$ cat src/hdl/ttc_pkg.sv
// triple timer counter, shared definitions for one channel
// register map widths, control field layouts, strobes and event pulses

package ttc_pkg;

  // ------------------------------------------------------------------------
  // plain widths
  // ------------------------------------------------------------------------
  // counter, interval, match and bus data
  typedef logic [15:0] ttc_value_t;
  // byte address into the register map
  typedef logic [4:0]  ttc_addr_t;

  // register map
  parameter ttc_addr_t ADDR_CLK_CTRL   = 5'h00;
  parameter ttc_addr_t ADDR_CNTR_CTRL  = 5'h04;
  // read only
  parameter ttc_addr_t ADDR_COUNT      = 5'h08;
  parameter ttc_addr_t ADDR_INTERVAL   = 5'h0C;
  parameter ttc_addr_t ADDR_MATCH      = 5'h10;
  parameter ttc_addr_t ADDR_IRQ_STATUS = 5'h14;
  parameter ttc_addr_t ADDR_IRQ_EN     = 5'h18;

  // ------------------------------------------------------------------------
  // register layouts
  // ------------------------------------------------------------------------
  // clock control, edge and source select kept for readback only
  typedef struct packed {
    logic       edge_sel;
    logic       ext_sel;
    // divide by 2**(ps_value+1)
    logic [3:0] ps_value;
    logic       ps_en;
  } clk_ctrl_t;

  // counter control
  typedef struct packed {
    logic restart;
    logic match_en;
    logic decrement;
    logic interval_mode;
    logic count_dis;
  } cntr_ctrl_t;

  // event pulses, same layout as irq status and enable
  typedef struct packed {
    logic match;
    logic interval_ovf;
  } ttc_event_t;

  // one-cycle register strobes from the bus side
  typedef struct packed {
    logic wr_clk_ctrl;
    logic wr_cntr_ctrl;
    logic wr_interval;
    logic wr_match;
    logic wr_irq_en;
    logic rd_status;
  } reg_sel_t;

endpackage

$ cat src/hdl/ttc_apb_fsm.sv
// ttc bus access, follows the setup and access phases of a zero-wait
// APB transfer and turns the access cycle into register strobes

module ttc_apb_fsm (
  input  logic              pclk8,
  input  logic              n_p_reset8,
  input  logic              psel,
  input  logic              penable,
  input  logic              pwrite,
  input  ttc_pkg::ttc_addr_t paddr,
  output ttc_pkg::reg_sel_t  reg_sel
);

  // phase of the previous cycle
  typedef enum logic [1:0] {
    idle,
    setup,
    access
  } apb_state_t;

  apb_state_t state_q;
  apb_state_t state_d;
  logic       access_now;

  // access only counts when it follows a setup cycle
  assign access_now = (state_q == setup) && psel && penable;

  always_comb
  begin
    if (psel && !penable)
      state_d = setup;
    else if (access_now)
      state_d = access;
    else
      state_d = idle;
  end

  always_ff @(posedge pclk8 or negedge n_p_reset8)
  begin
    if (!n_p_reset8)
      state_q <= idle;
    else
      state_q <= state_d;
  end

  // ------------------------------------------------------------------------
  // address decode, one strobe per access
  // ------------------------------------------------------------------------
  always_comb
  begin
    reg_sel              = '0;
    reg_sel.wr_clk_ctrl  = access_now && pwrite && (paddr == ttc_pkg::ADDR_CLK_CTRL);
    reg_sel.wr_cntr_ctrl = access_now && pwrite && (paddr == ttc_pkg::ADDR_CNTR_CTRL);
    reg_sel.wr_interval  = access_now && pwrite && (paddr == ttc_pkg::ADDR_INTERVAL);
    reg_sel.wr_match     = access_now && pwrite && (paddr == ttc_pkg::ADDR_MATCH);
    reg_sel.wr_irq_en    = access_now && pwrite && (paddr == ttc_pkg::ADDR_IRQ_EN);
    // status read clears sticky bits
    reg_sel.rd_status    = access_now && !pwrite && (paddr == ttc_pkg::ADDR_IRQ_STATUS);
  end

  // penable only rises right after a setup cycle
  a_setup_first: assert property (@(posedge pclk8) disable iff (!n_p_reset8)
    $rose(penable) |-> $past(psel && !penable));

  a_one_strobe: assert property (@(posedge pclk8) disable iff (!n_p_reset8)
    $onehot0(reg_sel));

endmodule

$ cat src/hdl/ttc_count_rst.sv
// ttc count reset, holds the clock control register and drops the
// counter enable for one cycle when the restart bit rises

module ttc_count_rst (
  input  logic                pclk8,
  input  logic                n_p_reset8,
  input  ttc_pkg::ttc_value_t pwdata,
  input  logic                wr_clk_ctrl,
  input  logic                restart,
  output logic                count_en,
  output ttc_pkg::clk_ctrl_t  clk_ctrl
);

  // restart already acted on
  logic restart_seen;

  // ------------------------------------------------------------------------
  // restart edge and counter enable
  // ------------------------------------------------------------------------
  always_ff @(posedge pclk8 or negedge n_p_reset8)
  begin
    if (!n_p_reset8)
    begin
      restart_seen <= 1'b0;
      count_en     <= 1'b0;
    end
    else if (restart && !restart_seen)
    begin
      // first cycle with restart high
      restart_seen <= 1'b1;
      count_en     <= 1'b0;
    end
    else
    begin
      // rearm once software clears restart
      if (!restart)
        restart_seen <= 1'b0;
      count_en <= 1'b1;
    end
  end

  // ------------------------------------------------------------------------
  // clock control register
  // ------------------------------------------------------------------------
  always_ff @(posedge pclk8 or negedge n_p_reset8)
  begin
    if (!n_p_reset8)
      clk_ctrl <= '0;
    else if (wr_clk_ctrl)
      // low 7 data bits only
      clk_ctrl <= pwdata[6:0];
  end

  // enable drop is a single cycle
  a_single_drop: assert property (@(posedge pclk8) disable iff (!n_p_reset8)
    !count_en |=> count_en);

endmodule

$ cat src/hdl/ttc_counter.sv
// ttc counter, 16 bit up or down count, free running or interval mode
// with interval/overflow and match event pulses

module ttc_counter (
  input  logic                pclk8,
  input  logic                n_p_reset8,
  input  logic                count_en,
  input  logic                tick,
  input  ttc_pkg::cntr_ctrl_t cntr_ctrl,
  input  ttc_pkg::ttc_value_t interval,
  input  ttc_pkg::ttc_value_t match,
  output ttc_pkg::ttc_value_t count_value,
  output ttc_pkg::ttc_event_t events
);

  ttc_pkg::ttc_value_t start_value;
  ttc_pkg::ttc_value_t next_value;
  logic                wrap;
  logic                step;

  // value loaded while count_en is low
  always_comb
  begin
    if (!cntr_ctrl.decrement)
      start_value = '0;
    else if (cntr_ctrl.interval_mode)
      start_value = interval;
    else
      start_value = 16'hFFFF;
  end

  assign step = tick && !cntr_ctrl.count_dis;

  // ------------------------------------------------------------------------
  // next count and wrap detect
  // ------------------------------------------------------------------------
  always_comb
  begin
    wrap       = 1'b0;
    next_value = count_value;
    if (cntr_ctrl.decrement)
    begin
      if (count_value == 16'h0000)
      begin
        wrap       = 1'b1;
        // reload interval, else roll under
        next_value = cntr_ctrl.interval_mode ? interval : 16'hFFFF;
      end
      else
        next_value = count_value - 16'd1;
    end
    else if (cntr_ctrl.interval_mode)
    begin
      // count past interval also returns to 0
      if (count_value >= interval)
      begin
        wrap       = 1'b1;
        next_value = '0;
      end
      else
        next_value = count_value + 16'd1;
    end
    else
    begin
      wrap       = (count_value == 16'hFFFF);
      next_value = count_value + 16'd1;
    end
  end

  // ------------------------------------------------------------------------
  // count register and event pulses
  // ------------------------------------------------------------------------
  always_ff @(posedge pclk8 or negedge n_p_reset8)
  begin
    if (!n_p_reset8)
    begin
      count_value <= '0;
      events      <= '0;
    end
    else
    begin
      // pulses last one cycle
      events <= '0;
      if (!count_en)
        count_value <= start_value;
      else if (step)
      begin
        count_value         <= next_value;
        events.interval_ovf <= wrap;
        events.match        <= cntr_ctrl.match_en && (next_value == match);
      end
    end
  end

  // no event after a cycle with the enable dropped
  a_no_event: assert property (@(posedge pclk8) disable iff (!n_p_reset8)
    !count_en |=> (events == '0));

endmodule

$ cat src/hdl/ttc_prescaler.sv
// ttc prescaler, divides the bus clock by 2**(ps_value+1) into the
// counter tick, or passes the enable through when bypassed

module ttc_prescaler (
  input  logic               pclk8,
  input  logic               n_p_reset8,
  input  logic               count_en,
  input  ttc_pkg::clk_ctrl_t clk_ctrl,
  output logic               tick
);

  ttc_pkg::ttc_value_t ps_timer;
  // last timer value of a prescale period
  ttc_pkg::ttc_value_t ps_term;
  logic                ps_wrap;

  // 2**16 wraps to 0 so ps_value 15 ends at 0xffff
  assign ps_term = ttc_pkg::ttc_value_t'((16'd2 << clk_ctrl.ps_value) - 16'd1);
  assign ps_wrap = (ps_timer == ps_term);

  // ------------------------------------------------------------------------
  // prescale timer
  // ------------------------------------------------------------------------
  always_ff @(posedge pclk8 or negedge n_p_reset8)
  begin
    if (!n_p_reset8)
      ps_timer <= '0;
    else if (!count_en || !clk_ctrl.ps_en)
      // held clear while stopped or bypassed
      ps_timer <= '0;
    else if (ps_wrap)
      ps_timer <= '0;
    else
      ps_timer <= ps_timer + 16'd1;
  end

  // bypass gives a tick every enabled cycle
  always_comb
  begin
    if (!clk_ctrl.ps_en)
      tick = count_en;
    else
      tick = count_en && ps_wrap;
  end

endmodule

$ cat src/hdl/ttc_regs.sv
// ttc register block, counter control, interval, match, interrupt
// status and enable, read data mux and the interrupt line

module ttc_regs (
  input  logic                pclk8,
  input  logic                n_p_reset8,
  input  ttc_pkg::reg_sel_t   reg_sel,
  input  ttc_pkg::ttc_addr_t  paddr,
  input  ttc_pkg::ttc_value_t pwdata,
  input  ttc_pkg::ttc_value_t count_value,
  input  ttc_pkg::clk_ctrl_t  clk_ctrl,
  input  ttc_pkg::ttc_event_t events,
  output ttc_pkg::cntr_ctrl_t cntr_ctrl,
  output ttc_pkg::ttc_value_t interval,
  output ttc_pkg::ttc_value_t match,
  output ttc_pkg::ttc_value_t prdata,
  output logic                irq
);

  ttc_pkg::ttc_event_t irq_status;
  ttc_pkg::ttc_event_t irq_en;

  // ------------------------------------------------------------------------
  // writable registers
  // ------------------------------------------------------------------------
  always_ff @(posedge pclk8 or negedge n_p_reset8)
  begin
    if (!n_p_reset8)
    begin
      cntr_ctrl <= '0;
      interval  <= '0;
      match     <= '0;
      irq_en    <= '0;
    end
    else
    begin
      if (reg_sel.wr_cntr_ctrl)
        cntr_ctrl <= pwdata[4:0];
      if (reg_sel.wr_interval)
        interval <= pwdata;
      if (reg_sel.wr_match)
        match <= pwdata;
      if (reg_sel.wr_irq_en)
        irq_en <= pwdata[1:0];
    end
  end

  // sticky status, clear on read, a new event wins over the clear
  always_ff @(posedge pclk8 or negedge n_p_reset8)
  begin
    if (!n_p_reset8)
      irq_status <= '0;
    else if (reg_sel.rd_status)
      irq_status <= events;
    else
      irq_status <= irq_status | events;
  end

  assign irq = |(irq_status & irq_en);

  // ------------------------------------------------------------------------
  // read mux, unmapped reads as 0
  // ------------------------------------------------------------------------
  always_comb
  begin
    case (paddr)
      ttc_pkg::ADDR_CLK_CTRL:   prdata = {9'd0, clk_ctrl};
      ttc_pkg::ADDR_CNTR_CTRL:  prdata = {11'd0, cntr_ctrl};
      ttc_pkg::ADDR_COUNT:      prdata = count_value;
      ttc_pkg::ADDR_INTERVAL:   prdata = interval;
      ttc_pkg::ADDR_MATCH:      prdata = match;
      ttc_pkg::ADDR_IRQ_STATUS: prdata = {14'd0, irq_status};
      ttc_pkg::ADDR_IRQ_EN:     prdata = {14'd0, irq_en};
      default:                  prdata = '0;
    endcase
  end

endmodule

$ cat src/hdl/ttc_timer.sv
// ttc channel top, bus access, count reset, prescaler, counter
// and register block of one timer counter channel

module ttc_timer (
  input  logic                pclk8,
  input  logic                n_p_reset8,
  input  logic                psel,
  input  logic                penable,
  input  logic                pwrite,
  input  ttc_pkg::ttc_addr_t  paddr,
  input  ttc_pkg::ttc_value_t pwdata,
  output ttc_pkg::ttc_value_t prdata,
  output logic                irq
);

  ttc_pkg::reg_sel_t   reg_sel;
  ttc_pkg::clk_ctrl_t  clk_ctrl;
  ttc_pkg::cntr_ctrl_t cntr_ctrl;
  ttc_pkg::ttc_value_t interval;
  ttc_pkg::ttc_value_t match;
  ttc_pkg::ttc_value_t count_value;
  ttc_pkg::ttc_event_t events;
  logic                count_en;
  logic                tick;

  // bus phases to strobes
  ttc_apb_fsm i_apb_fsm (
    .pclk8      (pclk8),
    .n_p_reset8 (n_p_reset8),
    .psel       (psel),
    .penable    (penable),
    .pwrite     (pwrite),
    .paddr      (paddr),
    .reg_sel    (reg_sel)
  );

  ttc_count_rst i_count_rst (
    .pclk8       (pclk8),
    .n_p_reset8  (n_p_reset8),
    .pwdata      (pwdata),
    .wr_clk_ctrl (reg_sel.wr_clk_ctrl),
    .restart     (cntr_ctrl.restart),
    .count_en    (count_en),
    .clk_ctrl    (clk_ctrl)
  );

  ttc_prescaler i_prescaler (
    .pclk8      (pclk8),
    .n_p_reset8 (n_p_reset8),
    .count_en   (count_en),
    .clk_ctrl   (clk_ctrl),
    .tick       (tick)
  );

  ttc_counter i_counter (
    .pclk8       (pclk8),
    .n_p_reset8  (n_p_reset8),
    .count_en    (count_en),
    .tick        (tick),
    .cntr_ctrl   (cntr_ctrl),
    .interval    (interval),
    .match       (match),
    .count_value (count_value),
    .events      (events)
  );

  // registers, read data and irq
  ttc_regs i_regs (
    .pclk8       (pclk8),
    .n_p_reset8  (n_p_reset8),
    .reg_sel     (reg_sel),
    .paddr       (paddr),
    .pwdata      (pwdata),
    .count_value (count_value),
    .clk_ctrl    (clk_ctrl),
    .events      (events),
    .cntr_ctrl   (cntr_ctrl),
    .interval    (interval),
    .match       (match),
    .prdata      (prdata),
    .irq         (irq)
  );

endmodule

$ cat config.mk
export PLATFORM = sky130hd
export DESIGN_NAME = ttc_timer
export DESIGN_NICKNAME = d
export VERILOG_FILES = /design/src/hdl/ttc_pkg.sv /design/src/hdl/ttc_apb_fsm.sv /design/src/hdl/ttc_count_rst.sv /design/src/hdl/ttc_counter.sv /design/src/hdl/ttc_prescaler.sv /design/src/hdl/ttc_regs.sv /design/src/hdl/ttc_timer.sv
export SDC_FILE = /design/constraint.sdc
export NUM_CORES = 1
export LEC_CHECK = 0
export BUFFER_PORTS_ARGS = -buffer_cell sky130_fd_sc_hd__buf_2
export CELL_PAD_IN_SITES_DETAIL_PLACEMENT = 1
export CELL_PAD_IN_SITES_GLOBAL_PLACEMENT = 1
export CORE_MARGIN = 5
export CORE_UTILIZATION = 47
export DETAILED_ROUTE_END_ITERATION = 8
export HOLD_SLACK_MARGIN = 0.06
export PLACE_DENSITY = 0.87
export SYNTH_ARGS = -nofsm -noshare
export SYNTH_HDL_FRONTEND = slang
export SYNTH_SLANG_ARGS = --single-unit
$ cat constraint.sdc
create_clock -name pclk8 -period 4.7 [get_ports pclk8]
set_clock_uncertainty 0.1 [all_clocks]
set_input_delay 0.235 -clock pclk8 [delete_from_list [all_inputs] [get_ports pclk8]]
set_output_delay 0.235 -clock pclk8 [all_outputs]
set_load 0.005 [all_outputs]
==> metrics.txt <==
status=finished clean; Starting Density=48.4%; crit-path leading delay family=simple AND/OR/NAND/NOR gates; TritonCTS Buffers=9; Slew headroom=26.0%; Unique masters post-synth=63; wire length on met2=10.2 mm; WP data required=4.89 ns; core area=0.0127 mm^2; clock latency at the later pin of the worst-skew pair=0.36 ns; DRC Markers=0; Worst path max stage delay=0.74 ns; Synth Net Count=734; CP Launch Type=flop; layout cells sized above 1=15.6%; Clock Pin Slew Worst Setup and Hold Paths=0.07 ns; die area=0.0155 mm^2; Worst Tran Pin Value=1.11 ns; Final Hold Viols=0; DRT iter0 DRCs=513; detailed-route via count=5617; Die H=124 um; PD cells=420 mW/mm^2; H-tree lvl count=3; largest net degree at the start of global routing=52; first-pass GRT wire length=32.7 mm; crit path from=i_count_rst.clk_ctrl[4]; WHS=0.0785 ns; diodes inserted=0; Reg2Reg Depth=12; fin crit share=89.8%; CP endpoint kind=flop; metal1 wirelength=8.80 mm; drt pass-1 iters=5; TritonCTS clock tree=yes; Primary FF master, synth=dfrtp_1; r2r setup slk=0.48 ns; Clock Tree Root=clkbuf_16; uppermost routed layer=met4; post-synthesis sequential area ratio=35.0%; Area Overhead vs Synth=11.3%; post-route ant nets=0; synth top area cells=dfrtp_1 (35%), mux2_2 (7.9%), mux2i_1 (6.5%), xor2_1 (4.4%), ha_1 (4.3%); HP Class=input pin to flop; initial antenna violation count=0; dpl cells=864; slowest CP cell=or3_2; RSZ-0062 raised after global routing=false; Final Setup Violations=0; Synth top cells by count=dfrtp_1 (86), nor2_1 (68), nand2_1 (56); register bit total from synthesis=86; post-DP HPWL=14.1 mm; # IOs=43; largest fanout on the critical path=20; port bufs=42; die width=124 um; vias in the first global route=5942; Hold Path Cell Cnt=3; fin util=53.8%; maximum clock path buffer count=2; drt wl/cell=22.8 um; Post-Syn Instances=687; final wirelength=20.4 mm; total grt overflow=0; Tmin final=4.22 ns; wire length on met3=828 um; Worst Hold End=i_regs.cntr_ctrl[1]; max-capacitance violation count=0; Fin Setup TNS=0 ns; crit path DAT=4.41 ns; Synth warnings=0; worst vdd ir=0.260 mV; Slew Viols, Final=0; crit-path cells=nor2_1 -> nand2_1 -> ha_1 -> nor2b_1 -> xnor2_1 -> nor4_1 -> a21oi_1 -> or3_1 -> o41a_1 -> or3_2 -> a2111oi_4 -> o2111a_1; r2r startpoint=i_count_rst.clk_ctrl[4]; Leak=3.04 nW; Final #Nets=765; synthesized cell area=0.00615 mm^2; setup bufs post-CTS=0; Synth async-reset ratio=100%; critical path type=flop to flop; Non-Filler Instances=895; Final GP Congestion=0.985; Avg Cell Area, Syn=8.96 um^2; r2r endpoint=i_counter.events[1]; gr usage total=26.3%; row count=41; Via-to-Cell Ratio=6.28; Crit path buffers/inverters=0; most frequent cell after synthesis=dfrtp_1; leading area contributor after synthesis=dfrtp_1; clk sinks=86; Hold Crit Start=pwdata[1]; Synth top area share=35.0%; EDFF count, synth=0; Max Fclk=0.237 GHz
## cell usage in the layout (no fill, tap or decap), types with 3 or more instances in the layout
cell type,n
and3_1,6
and4b_1,3
a31oi_1,8
nor3_1,15
a21o_1,4
nand2b_1,8
inv_1,30
clkbuf_16,9
clkinv_2,3
dfrtp_1,86
ha_1,21
dlygate4sd3_1,15
o21ai_1,7
o21ai_0,31
or3_1,5
nand3b_1,3
a32o_1,3
xnor2_1,30
xor2_1,31
nand2_1,56
buf_2,41
nand3_1,25
nor3b_1,3
o22ai_1,19
mux2_2,43
a32oi_1,6
nor2_1,68
nor4_1,9
nand4_1,8
a21oi_1,23
buf_4,9
mux2i_1,40
mux2_1,5
o211ai_1,3
nor2b_1,6
## layout make-up
type	instances	area [um^2]
Inverter	31	116
Timing Repair Buffer	65	423
Tap cell	172	215
Clock buffer	10	229
Clock inverter	6	38.8
Sequential cell	86	2150
Fill cell	1558	5870
Multi-Input combinational cell	525	3670
## power by group
group,switching (W),internal [W],leakage [nW]
clock,0.000314,0.000357,0.128
combinational,0.000669,0.000487,1.76
sequential,0.000231,0.000819,1.14
## metal layers
layer / global-route usage (%) / vias up
met5: 0 / -
met4: 10.9 / 0
met3: 3.82 / 48
met2: 44.5 / 174
met1: 33.5 / 2888
li1: - / 2507
## how the worst max path moves through the flow
stage,to,cells past startpoint
final,i_counter.events[1],12
after global placement,i_counter.events[1],12
after floorplan,i_counter.events[1],17
after detailed placement,i_counter.count_value[9],12
after CTS,i_counter.count_value[9],12
after global routing,i_counter.count_value[9],12
## per-stage QoR
| stage | total power, W | area [um^2] | worst slack (ns) |
|---|---|---|---|
| after detailed placement | 0.00214 | 6430 | 0.412 |
| after floorplan | 0.00182 | 6150 | 1.12 |
| after global routing | 0.00303 | 6850 | 0.148 |
| final | 0.00288 | 6850 | 0.481 |
| after global placement | 0.00206 | 6430 | 0.543 |
| after CTS | 0.00283 | 6850 | 0.367 |
## registers in the layout, indices dropped and copies added, names as in the netlist
signal                    count
i_regs.match                 16
i_counter.events              2
i_regs.interval              16
i_count_rst.restart_seen      1
i_count_rst.clk_ctrl          7
i_apb_fsm.state_q             2
i_regs.cntr_ctrl              5
i_regs.irq_en                 2
i_counter.count_value        16
i_prescaler.ps_timer         16
i_regs.irq_status             2
i_count_rst.count_en          1
## cell families (layout without fill, tap and decap cells)
family | after synthesis | in the layout | synth area share, %
xor+xnor | 61 | 61 | 8.68
simple gates | 226 | 226 | 17.7
fa+ha+maj | 21 | 21 | 4.27
mux | 88 | 88 | 15.3
buf+inv | 76 | 112 | 5.31
flops | 86 | 86 | 35.0
compound gates | 129 | 129 | 13.8
## repair_timing
item                                    CTS  global route
endpoints found under the setup margin    0             1
hold buffers                             15             0
endpoints found under the hold margin    57             0
gates resized for setup                   0             1
## tightest hold or removal path: stages
cell     delay (ns)
buf_2          0.13
nand2_1        0.06
o21ai_0        0.07
Note: power is estimated with default switching activity, not from simulation.
